<file path="src/source/rom_loader_defines.svh">
// ROM loader shared constants

`ifndef ROM_LOADER_DEFINES_SVH
`define ROM_LOADER_DEFINES_SVH

////////////////////////////////
// Widths
////////////////////////////////

// Memory address seen by the memory controller
`define ADDR_W 23

// Byte offset inside one 16 KiB page
`define OFFSET_W 14

// Page number, top bit marks an upper ROM page
`define PAGE_W 9

// Download address coming from the host
`define HOST_ADDR_W 25

// Number of upper ROM slots tracked for the CPU side
`define UPPER_PAGES 256

////////////////////////////////
// Fixed pages
////////////////////////////////

`define PAGE_OS_LOW 9'h000  // OS, lower ROM
`define PAGE_BASIC  9'h100  // BASIC, upper slot 0
`define PAGE_AMSDOS 9'h107  // Disk ROM, upper slot 7
`define PAGE_TOP    9'h1FF  // Last upper page
`define PAGE_UNUSED 9'h1EE  // Parking page for bad extensions

////////////////////////////////
// Limits
////////////////////////////////

// 16 KiB blocks accepted from the system ROM image
`define SYS_BLOCKS 8

`endif

</file>
<file path="src/source/rom_loader_pkg.sv">
// ROM loader shared types

`include "rom_loader_defines.svh"

package rom_loader_pkg;

	////////////////////////////////
	// Addressing
	////////////////////////////////

	// Bit PAGE_W-1 set means an upper ROM page
	typedef logic [`PAGE_W-1:0] page_t;

	// Page number above, byte offset below
	typedef logic [`ADDR_W-1:0] mem_addr_t;

	////////////////////////////////
	// Payloads
	////////////////////////////////

	// One byte write into memory
	typedef struct packed {
		mem_addr_t   addr;
		logic [1:0]  bank;  // Model bank for expansions
		logic [7:0]  data;
	} mem_req_t;

	// Two ASCII characters of the file extension
	typedef struct packed {
		logic [7:0] hi;  // First character, upper nibble
		logic [7:0] lo;  // Second character, lower nibble
	} file_ext_t;

endpackage

</file>
<file path="src/source/ext_page_decode.sv">
// Extension to base page decoder

`include "rom_loader_defines.svh"

module ext_page_decode (
	input  logic                     clk_sys,
	input  logic                     reset,
	input  logic                     download,
	input  logic [7:0]               ioctl_index,
	input  rom_loader_pkg::file_ext_t file_ext,
	input  logic                     commit,
	input  rom_loader_pkg::mem_req_t committed,
	output rom_loader_pkg::page_t    base_page
);

	logic                  download_d;
	logic                  combo;       // Z0 file, jump pending
	logic [4:0]            hi_nib;      // {valid, nibble}
	logic [4:0]            lo_nib;
	rom_loader_pkg::page_t ext_page;
	logic                  ext_combo;
	logic                  last_offset;

	// One ASCII character as a hex digit, bit 4 flags a valid digit
	function automatic logic [4:0] hex_digit(input logic [7:0] ch);
		logic [4:0] res;
		res = '0;
		if (ch >= "0" && ch <= "9")
			res = {1'b1, ch[3:0]};
		else if (ch >= "A" && ch <= "F")
			res = {1'b1, ch[3:0] + 4'd9};
		return res;
	endfunction

	////////////////////////////////
	// Decode
	////////////////////////////////

	always_comb begin
		hi_nib    = hex_digit(file_ext.hi);
		lo_nib    = hex_digit(file_ext.lo);
		ext_page  = `PAGE_UNUSED;  // Bad digits keep their nibble from here
		ext_combo = 1'b0;
		if (hi_nib[4]) ext_page[7:4] = hi_nib[3:0];
		if (lo_nib[4]) ext_page[3:0] = lo_nib[3:0];
		if (file_ext == "ZZ") ext_page = `PAGE_OS_LOW;
		if (file_ext == "Z0") begin
			ext_page  = `PAGE_OS_LOW;
			ext_combo = 1'b1;
		end
	end

	assign last_offset = &committed.addr[`OFFSET_W-1:0];

	////////////////////////////////
	// Page register
	////////////////////////////////

	always_ff @(posedge clk_sys) begin
		if (reset) begin
			download_d <= 1'b0;
			combo      <= 1'b0;
			base_page  <= `PAGE_OS_LOW;
		end else begin
			download_d <= download;
			// Combo file moves on after the last byte of its first page
			if (commit && combo && last_offset) begin
				combo     <= 1'b0;
				base_page <= `PAGE_TOP;
			end
			if (download && !download_d && (|ioctl_index)) begin
				base_page <= ext_page;
				combo     <= ext_combo;
			end
		end
	end

endmodule

</file>
<file path="src/source/boot_addr_map.sv">
// Download byte address mapper

`include "rom_loader_defines.svh"

module boot_addr_map (
	input  logic                     clk_sys,
	input  logic                     reset,
	input  logic                     download,
	input  logic                     ioctl_wr,
	input  logic [`HOST_ADDR_W-1:0]  ioctl_addr,
	input  logic [7:0]               ioctl_dout,
	input  logic [7:0]               ioctl_index,
	input  rom_loader_pkg::page_t    base_page,
	input  logic                     model,
	output logic                     req_valid,
	output rom_loader_pkg::mem_req_t req
);

	logic [`HOST_ADDR_W-`OFFSET_W-1:0] block;  // 16 KiB block of the file
	logic [7:0]                        page_low;
	rom_loader_pkg::page_t             sys_page;
	logic                              sys_ok;
	logic                              is_ext;
	logic                              accept;
	rom_loader_pkg::mem_req_t          next_req;

	assign block    = ioctl_addr[`HOST_ADDR_W-1:`OFFSET_W];
	assign page_low = base_page[7:0] + ioctl_addr[`OFFSET_W+7:`OFFSET_W];  // Wraps at 256
	assign is_ext   = |ioctl_index;
	assign sys_ok   = (block < `SYS_BLOCKS);

	////////////////////////////////
	// System ROM layout
	////////////////////////////////

	// Blocks n and n+4 share a page, bank picks the model
	always_comb begin
		case (block[1:0])
			2'd0:    sys_page = `PAGE_OS_LOW;
			2'd1:    sys_page = `PAGE_BASIC;
			2'd2:    sys_page = `PAGE_AMSDOS;
			default: sys_page = `PAGE_TOP;
		endcase
	end

	always_comb begin
		next_req.data                   = ioctl_dout;
		next_req.addr[`OFFSET_W-1:0]    = ioctl_addr[`OFFSET_W-1:0];
		if (is_ext) begin
			next_req.addr[`ADDR_W-1:`OFFSET_W] = {base_page[`PAGE_W-1], page_low};
			next_req.bank                      = {1'b0, model};
		end else begin
			next_req.addr[`ADDR_W-1:`OFFSET_W] = sys_page;
			next_req.bank                      = {1'b0, block[2]};
		end
	end

	// Bytes past the system blocks are dropped here
	assign accept = download & ioctl_wr & (is_ext | sys_ok);

	////////////////////////////////
	// Request register
	////////////////////////////////

	always_ff @(posedge clk_sys) begin
		if (reset)
			req_valid <= 1'b0;
		else
			req_valid <= accept;
	end

	always_ff @(posedge clk_sys) begin
		if (accept) req <= next_req;
	end

endmodule

</file>
<file path="src/source/boot_mem_writer.sv">
// Boot write to memory at reference pace

module boot_mem_writer (
	input  logic                     clk_sys,
	input  logic                     reset,
	input  logic                     req_valid,
	input  logic                     ref_strobe,
	input  rom_loader_pkg::mem_req_t req,
	output logic                     ioctl_wait,
	output logic                     mem_wr,
	output logic                     commit,
	output rom_loader_pkg::mem_req_t mem_req,
	output rom_loader_pkg::mem_req_t committed
);

	logic done;  // Second strobe with the write already issued

	assign done = ref_strobe & mem_wr & ioctl_wait;

	////////////////////////////////
	// Control
	////////////////////////////////

	always_ff @(posedge clk_sys) begin
		if (reset) begin
			ioctl_wait <= 1'b0;
			mem_wr     <= 1'b0;
			commit     <= 1'b0;
		end else begin
			commit <= done;
			if (ref_strobe) begin
				mem_wr <= ioctl_wait;  // Issue on the first strobe
				if (done) begin
					mem_wr     <= 1'b0;
					ioctl_wait <= 1'b0;
				end
			end
			// Host holds off while the byte is pending
			if (req_valid) ioctl_wait <= 1'b1;
		end
	end

	////////////////////////////////
	// Payload
	////////////////////////////////

	always_ff @(posedge clk_sys) begin
		if (req_valid) mem_req <= req;
		if (done) committed <= mem_req;  // Copy for the page and map trackers
	end

endmodule

</file>
<file path="src/source/rom_map_table.sv">
// Upper ROM presence map

`include "rom_loader_defines.svh"

module rom_map_table (
	input  logic                      clk_sys,
	input  logic                      reset,
	input  logic                      model_sel,
	input  logic                      commit,
	input  rom_loader_pkg::mem_req_t  committed,
	input  rom_loader_pkg::mem_addr_t rd_addr,
	output logic                      model,
	output logic [7:0]                rom_mask
);

	logic [`UPPER_PAGES-1:0] rom_map;    // One bit per upper page
	logic                    model_chg;
	logic                    wr_upper;
	logic [7:0]              wr_page;
	logic                    rd_upper;
	logic [7:0]              rd_page;

	assign model_chg = reset & (model != model_sel);
	assign wr_upper  = committed.addr[`ADDR_W-1];
	assign wr_page   = committed.addr[`ADDR_W-2:`OFFSET_W];
	assign rd_upper  = rd_addr[`ADDR_W-1];
	assign rd_page   = rd_addr[`ADDR_W-2:`OFFSET_W];

	////////////////////////////////
	// Model latch
	////////////////////////////////

	always_ff @(posedge clk_sys) begin
		if (reset) model <= model_sel;
	end

	////////////////////////////////
	// Map
	////////////////////////////////

	always_ff @(posedge clk_sys) begin
		if (model_chg) begin
			rom_map                 <= '0;
			rom_map[0]              <= 1'b1;  // BASIC
			rom_map[7]              <= 1'b1;  // Disk ROM
			rom_map[`UPPER_PAGES-1] <= 1'b1;
		end else if (commit && wr_upper) begin
			rom_map[wr_page] <= 1'b1;
		end
	end

	// Empty upper pages read back as FF
	assign rom_mask = (!rd_upper || rom_map[rd_page]) ? 8'h00 : 8'hFF;

endmodule

</file>
<file path="src/source/rom_loader_top.sv">
// ROM loader top level

`include "rom_loader_defines.svh"

module rom_loader_top (
	input  logic                      clk_sys,
	input  logic                      reset,
	input  logic                      download,
	input  logic                      ioctl_wr,
	input  logic [`HOST_ADDR_W-1:0]   ioctl_addr,
	input  logic [7:0]                ioctl_dout,
	input  logic [7:0]                ioctl_index,
	input  rom_loader_pkg::file_ext_t file_ext,
	input  logic                      model_sel,
	input  logic                      ref_strobe,
	input  rom_loader_pkg::mem_addr_t rd_addr,
	output logic                      ioctl_wait,
	output logic                      mem_wr,
	output rom_loader_pkg::mem_req_t  mem_req,
	output logic [7:0]                rom_mask
);

	rom_loader_pkg::page_t    base_page;
	logic                     req_valid;
	rom_loader_pkg::mem_req_t req;
	logic                     commit;
	rom_loader_pkg::mem_req_t committed;
	logic                     model;

	////////////////////////////////
	// Address path
	////////////////////////////////

	ext_page_decode ext_page_decode_inst (
		.clk_sys     (clk_sys),
		.reset       (reset),
		.download    (download),
		.ioctl_index (ioctl_index),
		.file_ext    (file_ext),
		.commit      (commit),
		.committed   (committed),
		.base_page   (base_page)
	);

	boot_addr_map boot_addr_map_inst (
		.clk_sys     (clk_sys),
		.reset       (reset),
		.download    (download),
		.ioctl_wr    (ioctl_wr),
		.ioctl_addr  (ioctl_addr),
		.ioctl_dout  (ioctl_dout),
		.ioctl_index (ioctl_index),
		.base_page   (base_page),
		.model       (model),
		.req_valid   (req_valid),
		.req         (req)
	);

	////////////////////////////////
	// Memory side
	////////////////////////////////

	boot_mem_writer boot_mem_writer_inst (
		.clk_sys     (clk_sys),
		.reset       (reset),
		.req_valid   (req_valid),
		.ref_strobe  (ref_strobe),
		.req         (req),
		.ioctl_wait  (ioctl_wait),
		.mem_wr      (mem_wr),
		.commit      (commit),
		.mem_req     (mem_req),
		.committed   (committed)
	);

	rom_map_table rom_map_table_inst (
		.clk_sys     (clk_sys),
		.reset       (reset),
		.model_sel   (model_sel),
		.commit      (commit),
		.committed   (committed),
		.rd_addr     (rd_addr),
		.model       (model),
		.rom_mask    (rom_mask)
	);

endmodule

</file>
<file path="config.mk">
export PLATFORM = sky130hd
export DESIGN_NAME = rom_loader_top
export DESIGN_NICKNAME = d
export VERILOG_FILES = /design/src/source/rom_loader_pkg.sv /design/src/source/ext_page_decode.sv /design/src/source/boot_addr_map.sv /design/src/source/boot_mem_writer.sv /design/src/source/rom_map_table.sv /design/src/source/rom_loader_top.sv
export VERILOG_INCLUDE_DIRS = /design/src /design/src/source
export SDC_FILE = /design/constraint.sdc
export NUM_CORES = 1
export LEC_CHECK = 0
export ABC_AREA = 1
export BUFFER_PORTS_ARGS = -buffer_cell sky130_fd_sc_hd__buf_2
export CAP_MARGIN = 20
export CORE_MARGIN = 3
export CORE_UTILIZATION = 25
export CTS_CLUSTER_DIAMETER = 50
export CTS_CLUSTER_SIZE = 14
export DETAILED_ROUTE_END_ITERATION = 8
export SLEW_MARGIN = 20
export SYNTH_ARGS = -nofsm -noshare
export SYNTH_HDL_FRONTEND = slang
export SYNTH_SLANG_ARGS = --single-unit
</file>
<file path="constraint.sdc">
create_clock -name clk_sys -period 3.8 [get_ports clk_sys]
set_input_delay 0.38 -clock clk_sys [delete_from_list [all_inputs] [get_ports clk_sys]]
set_output_delay 0.38 -clock clk_sys [all_outputs]
set_load 0.02 [all_outputs]
</file>
# After elaboration in Yosys (flattened, before gate mapping)
# Cells that the tools add are included.
# Widths: inputs -> output; s select.
# op_classes
shift,0
n_mux,24
n_mul,0
n_bitwise,7
n_div,0
add_sub_neg,3
order_cmp,12
n_reduce_logical,18
eq_ne,5
# ops
cell,n
$or 256x256->256,1
$mux 9,5
$eq 16x15->1 const B,2
$pmux 9 s3,1
$mux 5,4
$lt 8x9->1 const B,2
$ge 8x6->1 const B,2
$ge 8x7->1 const B,2
$le 8x6->1 const B,2
$le 8x7->1 const B,2
$reduce_and 14->1,1
$lt 11x4->1 const B,1
$logic_and 1x1->1,10
$mux 1,9
$add 4x4->4 const B,2
$add 8x8->8,1
$bmux 1 s8,1
$demux 1 s8,1
$ge 8x1->1 const B,1
$mux 4,2
$mux 8,1
$reduce_or 8->1,1
$and 1x1->1,5
$reduce_bool 2->1,2
7 further kinds,8
# word_totals
n_memories,0
out_inout_bits,43
in_bits,86
wordCells,85
latch_bits,0
mem_bits_ro,0
reg_bits,361
ramBits,0

# Logic depth before layout (Yosys ltp)
# logic_depth
word_depth,8
mapped_depth,15
depth_no_buf,14

# Modules after synthesis
# From an unflattened synthesis, not the netlist that was laid out.
# unflattened
cells_unflattened,1893
area_unflattened_um2,15389.8
# modules_own_cells
mod,instances,cells_per_inst,area_each_um2
rom_map_table,1,1507,10705.3
boot_mem_writer,1,80,2100.8
boot_addr_map,1,130,1515.2
ext_page_decode,1,176,1068.5

# Worst setup path before layout
# Ideal clock, no wire load.
# synth_timing
path_kind,input to register
startpoint,input port ioctl_addr[21]
endpoint,register boot_addr_map_inst.req[0] (netlist name)
t_arrival_ns,2.954
setup_slack_ns,0.385
setup_ns,0.461
cell_stages,3
path_buffers,0
required_ns,3.339
path_cell_list,nor4_1 -> a21oi_1 -> nor3_1
# synth_between
elab_chain_len,3
# synth_rtl
item,line_no,source
"start, declared",rom_loader_top.sv:10,"input logic [`HOST_ADDR_W-1:0] ioctl_addr,"
$lt 11x4->1 (no source line),--,
$or 1x1->1,boot_addr_map.sv:59,assign accept = download & ioctl_wr & (is_ext | sys_ok);
$and 1x1->1,boot_addr_map.sv:59,
via boot_addr_map_inst.accept,boot_addr_map.sv:24,logic accept;
# The timed path passes the listed nets, and every way through them passes these cells.
# A chain may end at the register's enable or synchronous reset.

# Worst setup path in the final report
# layout_timing
startpoint,input port rd_addr[14]
endpoint,output port rom_mask[3]
# layout_between
elab_chain_len,4
# layout_rtl
item,line_no,source
"start, declared",rom_loader_top.sv:16,"input rom_loader_pkg::mem_addr_t rd_addr,"
$bmux 1 s8,rom_map_table.sv:53,assign rom_mask = (!rd_upper || rom_map[rd_page]) ? 8'h00 : 8'hFF;
$mux 1 (implied by the code),rom_map_table.sv:53,
$logic_or 1x1->1,rom_map_table.sv:53,
$mux 8,rom_map_table.sv:53,
"end, declared",rom_loader_top.sv:20,output logic [7:0] rom_mask
# No other way between the ends. The select of a mux whose other input is x is not followed.

==> results.py <==
metrics = {
    "logic_synthesis": {
        "netlist_instances": 1815,
        "ys.warnings.count": 0,
        "ys.flop_type": "dfxtp_1",
        "ys_async_sr_fraction": 0,
        "synth.distinct_cells": 37,
        "synth-seq-cells": 359,
        "seq_area_frac_synth": 0.5459,
        "postSynthAreaPerCell_sq_um": 8.143,
        "synth.net_count": 1919,
        "netlist_area_sq_um": 14780,
        "synth_edf_count": 88,
    },
    "finish": {
        "final_common_cell": "nand2_1",
        "layout_common_cells": "333 x nand2_1, 293 x nor2_1, 280 x a21oi_1",
        "layout-drive-gt1-share": 0.1176,
        "fillers": 6231,
        "fin_area_sq_um": 17260,
        "syn_to_final_growth_pct": 16.80,
        "final_nets": 1985,
    },
    "sta": {
        "slew_headroom": 0.2551,
        "hold_slack_ns": 0.01902,
        "finalSetupViolCount": 0,
        "hold_viol": 0,
        "finalMaxSlewViolations": 0,
        "fmax_mhz": 320.4,
        "post-route-min-period_ns": 3.121,
        "rsz0062_at_grt": "false",
        "finClkSkew_ns": 0.02602,
        "fin_setup_tns_ns": 0,
        "fin_crit_sh": 0.8213,
        "tightestPinTransition_ns": 1.114,
    },
    "floorplanning": {
        "die_h_um": 249.1,
        "start_util": 0.2542,
        "fp.dieW_um": 249.1,
        "rows": 88,
        "core_sq_um": 58140,
        "die-area_sq_um": 62070,
        "ios": 129,
    },
    "pwr": {
        "ir_drop_mv": 0.4477,
        "leakagePower_nw": 6.735,
        "power_density_nw_per_um2": 464.5,
    },
    "critical_path": {
        "arrival_ns": 2.74,
        "crit_path_end_kind": "output pin",
        "cp_data_required_time_ns": 3.42,
        "path_class": "input pin to output pin",
        "cp-start-kind": "input pin",
        "reg2reg_depth": 4,
        "crit_fanout": 28,
    },
    "detailed_routing": {
        "routedWlPerCell_um": 15.66,
        "drt_iter0_markers": 992,
        "first_pass_iters": 5,
        "vias_per_cell": 4.750,
        "drcViolationCount": 0,
        "via_count": 12688,
        "routed_wl_um": 41840,
        "ant_nets": 0,
    },
    "clock_network": {
        "cts.sinks": 359,
        "cts_tree": "done",
        "cts_root_buffer": "clkbuf_16",
        "clock_latency_ns": 0.54,
        "clkTransAtPathRegs_ns": 0.06,
        "clk_path_buf_depth": 3,
        "cts_buffers": 37,
        "htree_num_levels": 2,
    },
    "global_routing": {
        "grt_pass1_wl_um": 66430,
        "antenna_found_initial": 4,
        "grt_use_total": 0.1305,
        "grt_max_degree": 137,
        "grt_overflow": 0,
        "grt_pass1_vias": 12219,
    },
    "placement": {
        "dpl_cell_area_sq_um": 16010,
        "io_buffer_count": 113,
        "place_congestion": 0.8051,
        "hpwl_um": 25000,
    },
    "hold_path": {
        "min_delay_path_depth": 1,
        "min_path_type": "input pin to register",
    },
    "run_status": {
        "status": "complete, no violations",
    },
    "flow_run": {
        "maxCapViolations": 0,
    },
}
## flip-flops by register name, summed over array words and instances (netlist names)
signal and count:
boot_addr_map_inst.req_valid 1, ext_page_decode_inst.download_d 1, rom_map_table_inst.rom_map 256, boot_mem_writer_inst.mem_req 32, boot_mem_writer_inst.committed 23, boot_mem_writer_inst.mem_wr 1
boot_mem_writer_inst.commit 1, ext_page_decode_inst.combo 1, boot_mem_writer_inst.ioctl_wait 1, ext_page_decode_inst.base_page 9, rom_map_table_inst.model 1, boot_addr_map_inst.req 32
## Yosys cell counts, types with 13 or more instances
cell type	n	share of area
inv_1	81	0.021
buf_4	13	0.0066
dfxtp_1	271	0.37
buf_6	13	0.0099
a21oi_1	280	0.095
ha_1	17	0.014
nand2_1	333	0.085
nand3_1	233	0.079
edfxtp_1	88	0.18
clkbuf_1	42	0.011
nor2_1	301	0.076
buf_2	50	0.017
o21ai_0	31	0.010
## path summary, 6_finish.rpt
| check | startpoint | endpoint | slack (ns) |
|---|---|---|---|
| setup / recovery | rd_addr[14] | rom_mask[3] | 0.68 |
| hold / removal | ioctl_addr[2] | boot_addr_map_inst.req[12] | 0.02 |
| setup reg to reg | boot_mem_writer_inst.commit | rom_map_table_inst.rom_map[79] | 1.44 |
| hold reg to reg | boot_addr_map_inst.req[16] | boot_mem_writer_inst.mem_req[16] | 0.40 |
## where the power goes
group          switching, mW  internal, mW  total [mW]
combinational          0.374         0.162       0.536
clock                   1.56          1.94        3.50
sequential            0.0182          3.97        3.99
## layer usage
layer,vias up,part of all wire,global-route usage
met5,-,0.00017,0
met4,2,0.021,0.03282
met3,76,0.084,0.03633
met2,461,0.46,0.2156
met1,5987,0.43,0.1685
li1,6162,-,-
## kinds of logic (layout without fill, tap and decap cells)
family | count (synthesis) | after routing | synth area share
AO/OA/AOI/OAI | 329 | 329 | 0.1148
buffers and inverters | 204 | 294 | 0.06595
XOR/XNOR | 2 | 2 | 0.001185
other | 1 | 2 | 0.0002537
flip-flops | 359 | 359 | 0.5459
AND/OR/NAND/NOR | 902 | 902 | 0.2562
adder cells (fa/ha/maj) | 18 | 18 | 0.01575
## layout make-up
cell class                      count  area [sq um]  area share
Inverter                           85         320.3     0.01855
Multi-Input combinational cell   1252          5827      0.3375
Tap cell                          765         957.2     0.05545
Clock inverter                     16         128.9    0.007465
Antenna cell                        1         2.502   0.0001450
Clock buffer                       47          1026     0.05943
Sequential cell                   359          8068      0.4673
Timing Repair Buffer              146         933.4     0.05407
## metrics by stage
step / cells / total power, mW / utilization / worst slack, ns
finish: 2671 / 8.019 / 0.2969 / 0.6790
floorplan: 1815 / 4.420 / - / 0.3846
CTS: 2669 / 8.096 / 0.2965 / 0.6626
global placement: 2599 / 4.587 / 0.2754 / 0.6728
detailed placement: 2599 / 4.599 / 0.2754 / 0.6734
global route: 2670 / 8.317 / 0.2969 / 0.4245
## critical path, cell delays in order
cell and delay [ns]:
buf_4 0.11, clkinv_2 0.38, buf_4 0.40, nand2_1 0.08, nand3_1 0.07, nand3_1 0.13
nand3_1 0.08, nand3_1 0.11, nand2_1 0.16, nand2_1 0.09, nand2_1 0.05, nor2_1 0.10
nor2_1 0.06, nor2_1 0.28, buf_2 0.24
## what timing repair did
item	in CTS	in global routing
buffers inserted	0	0
hold buffers	7	0
endpoints found under the hold margin	7	0
gates resized for setup	0	0
(Power assumes the default switching activity.)
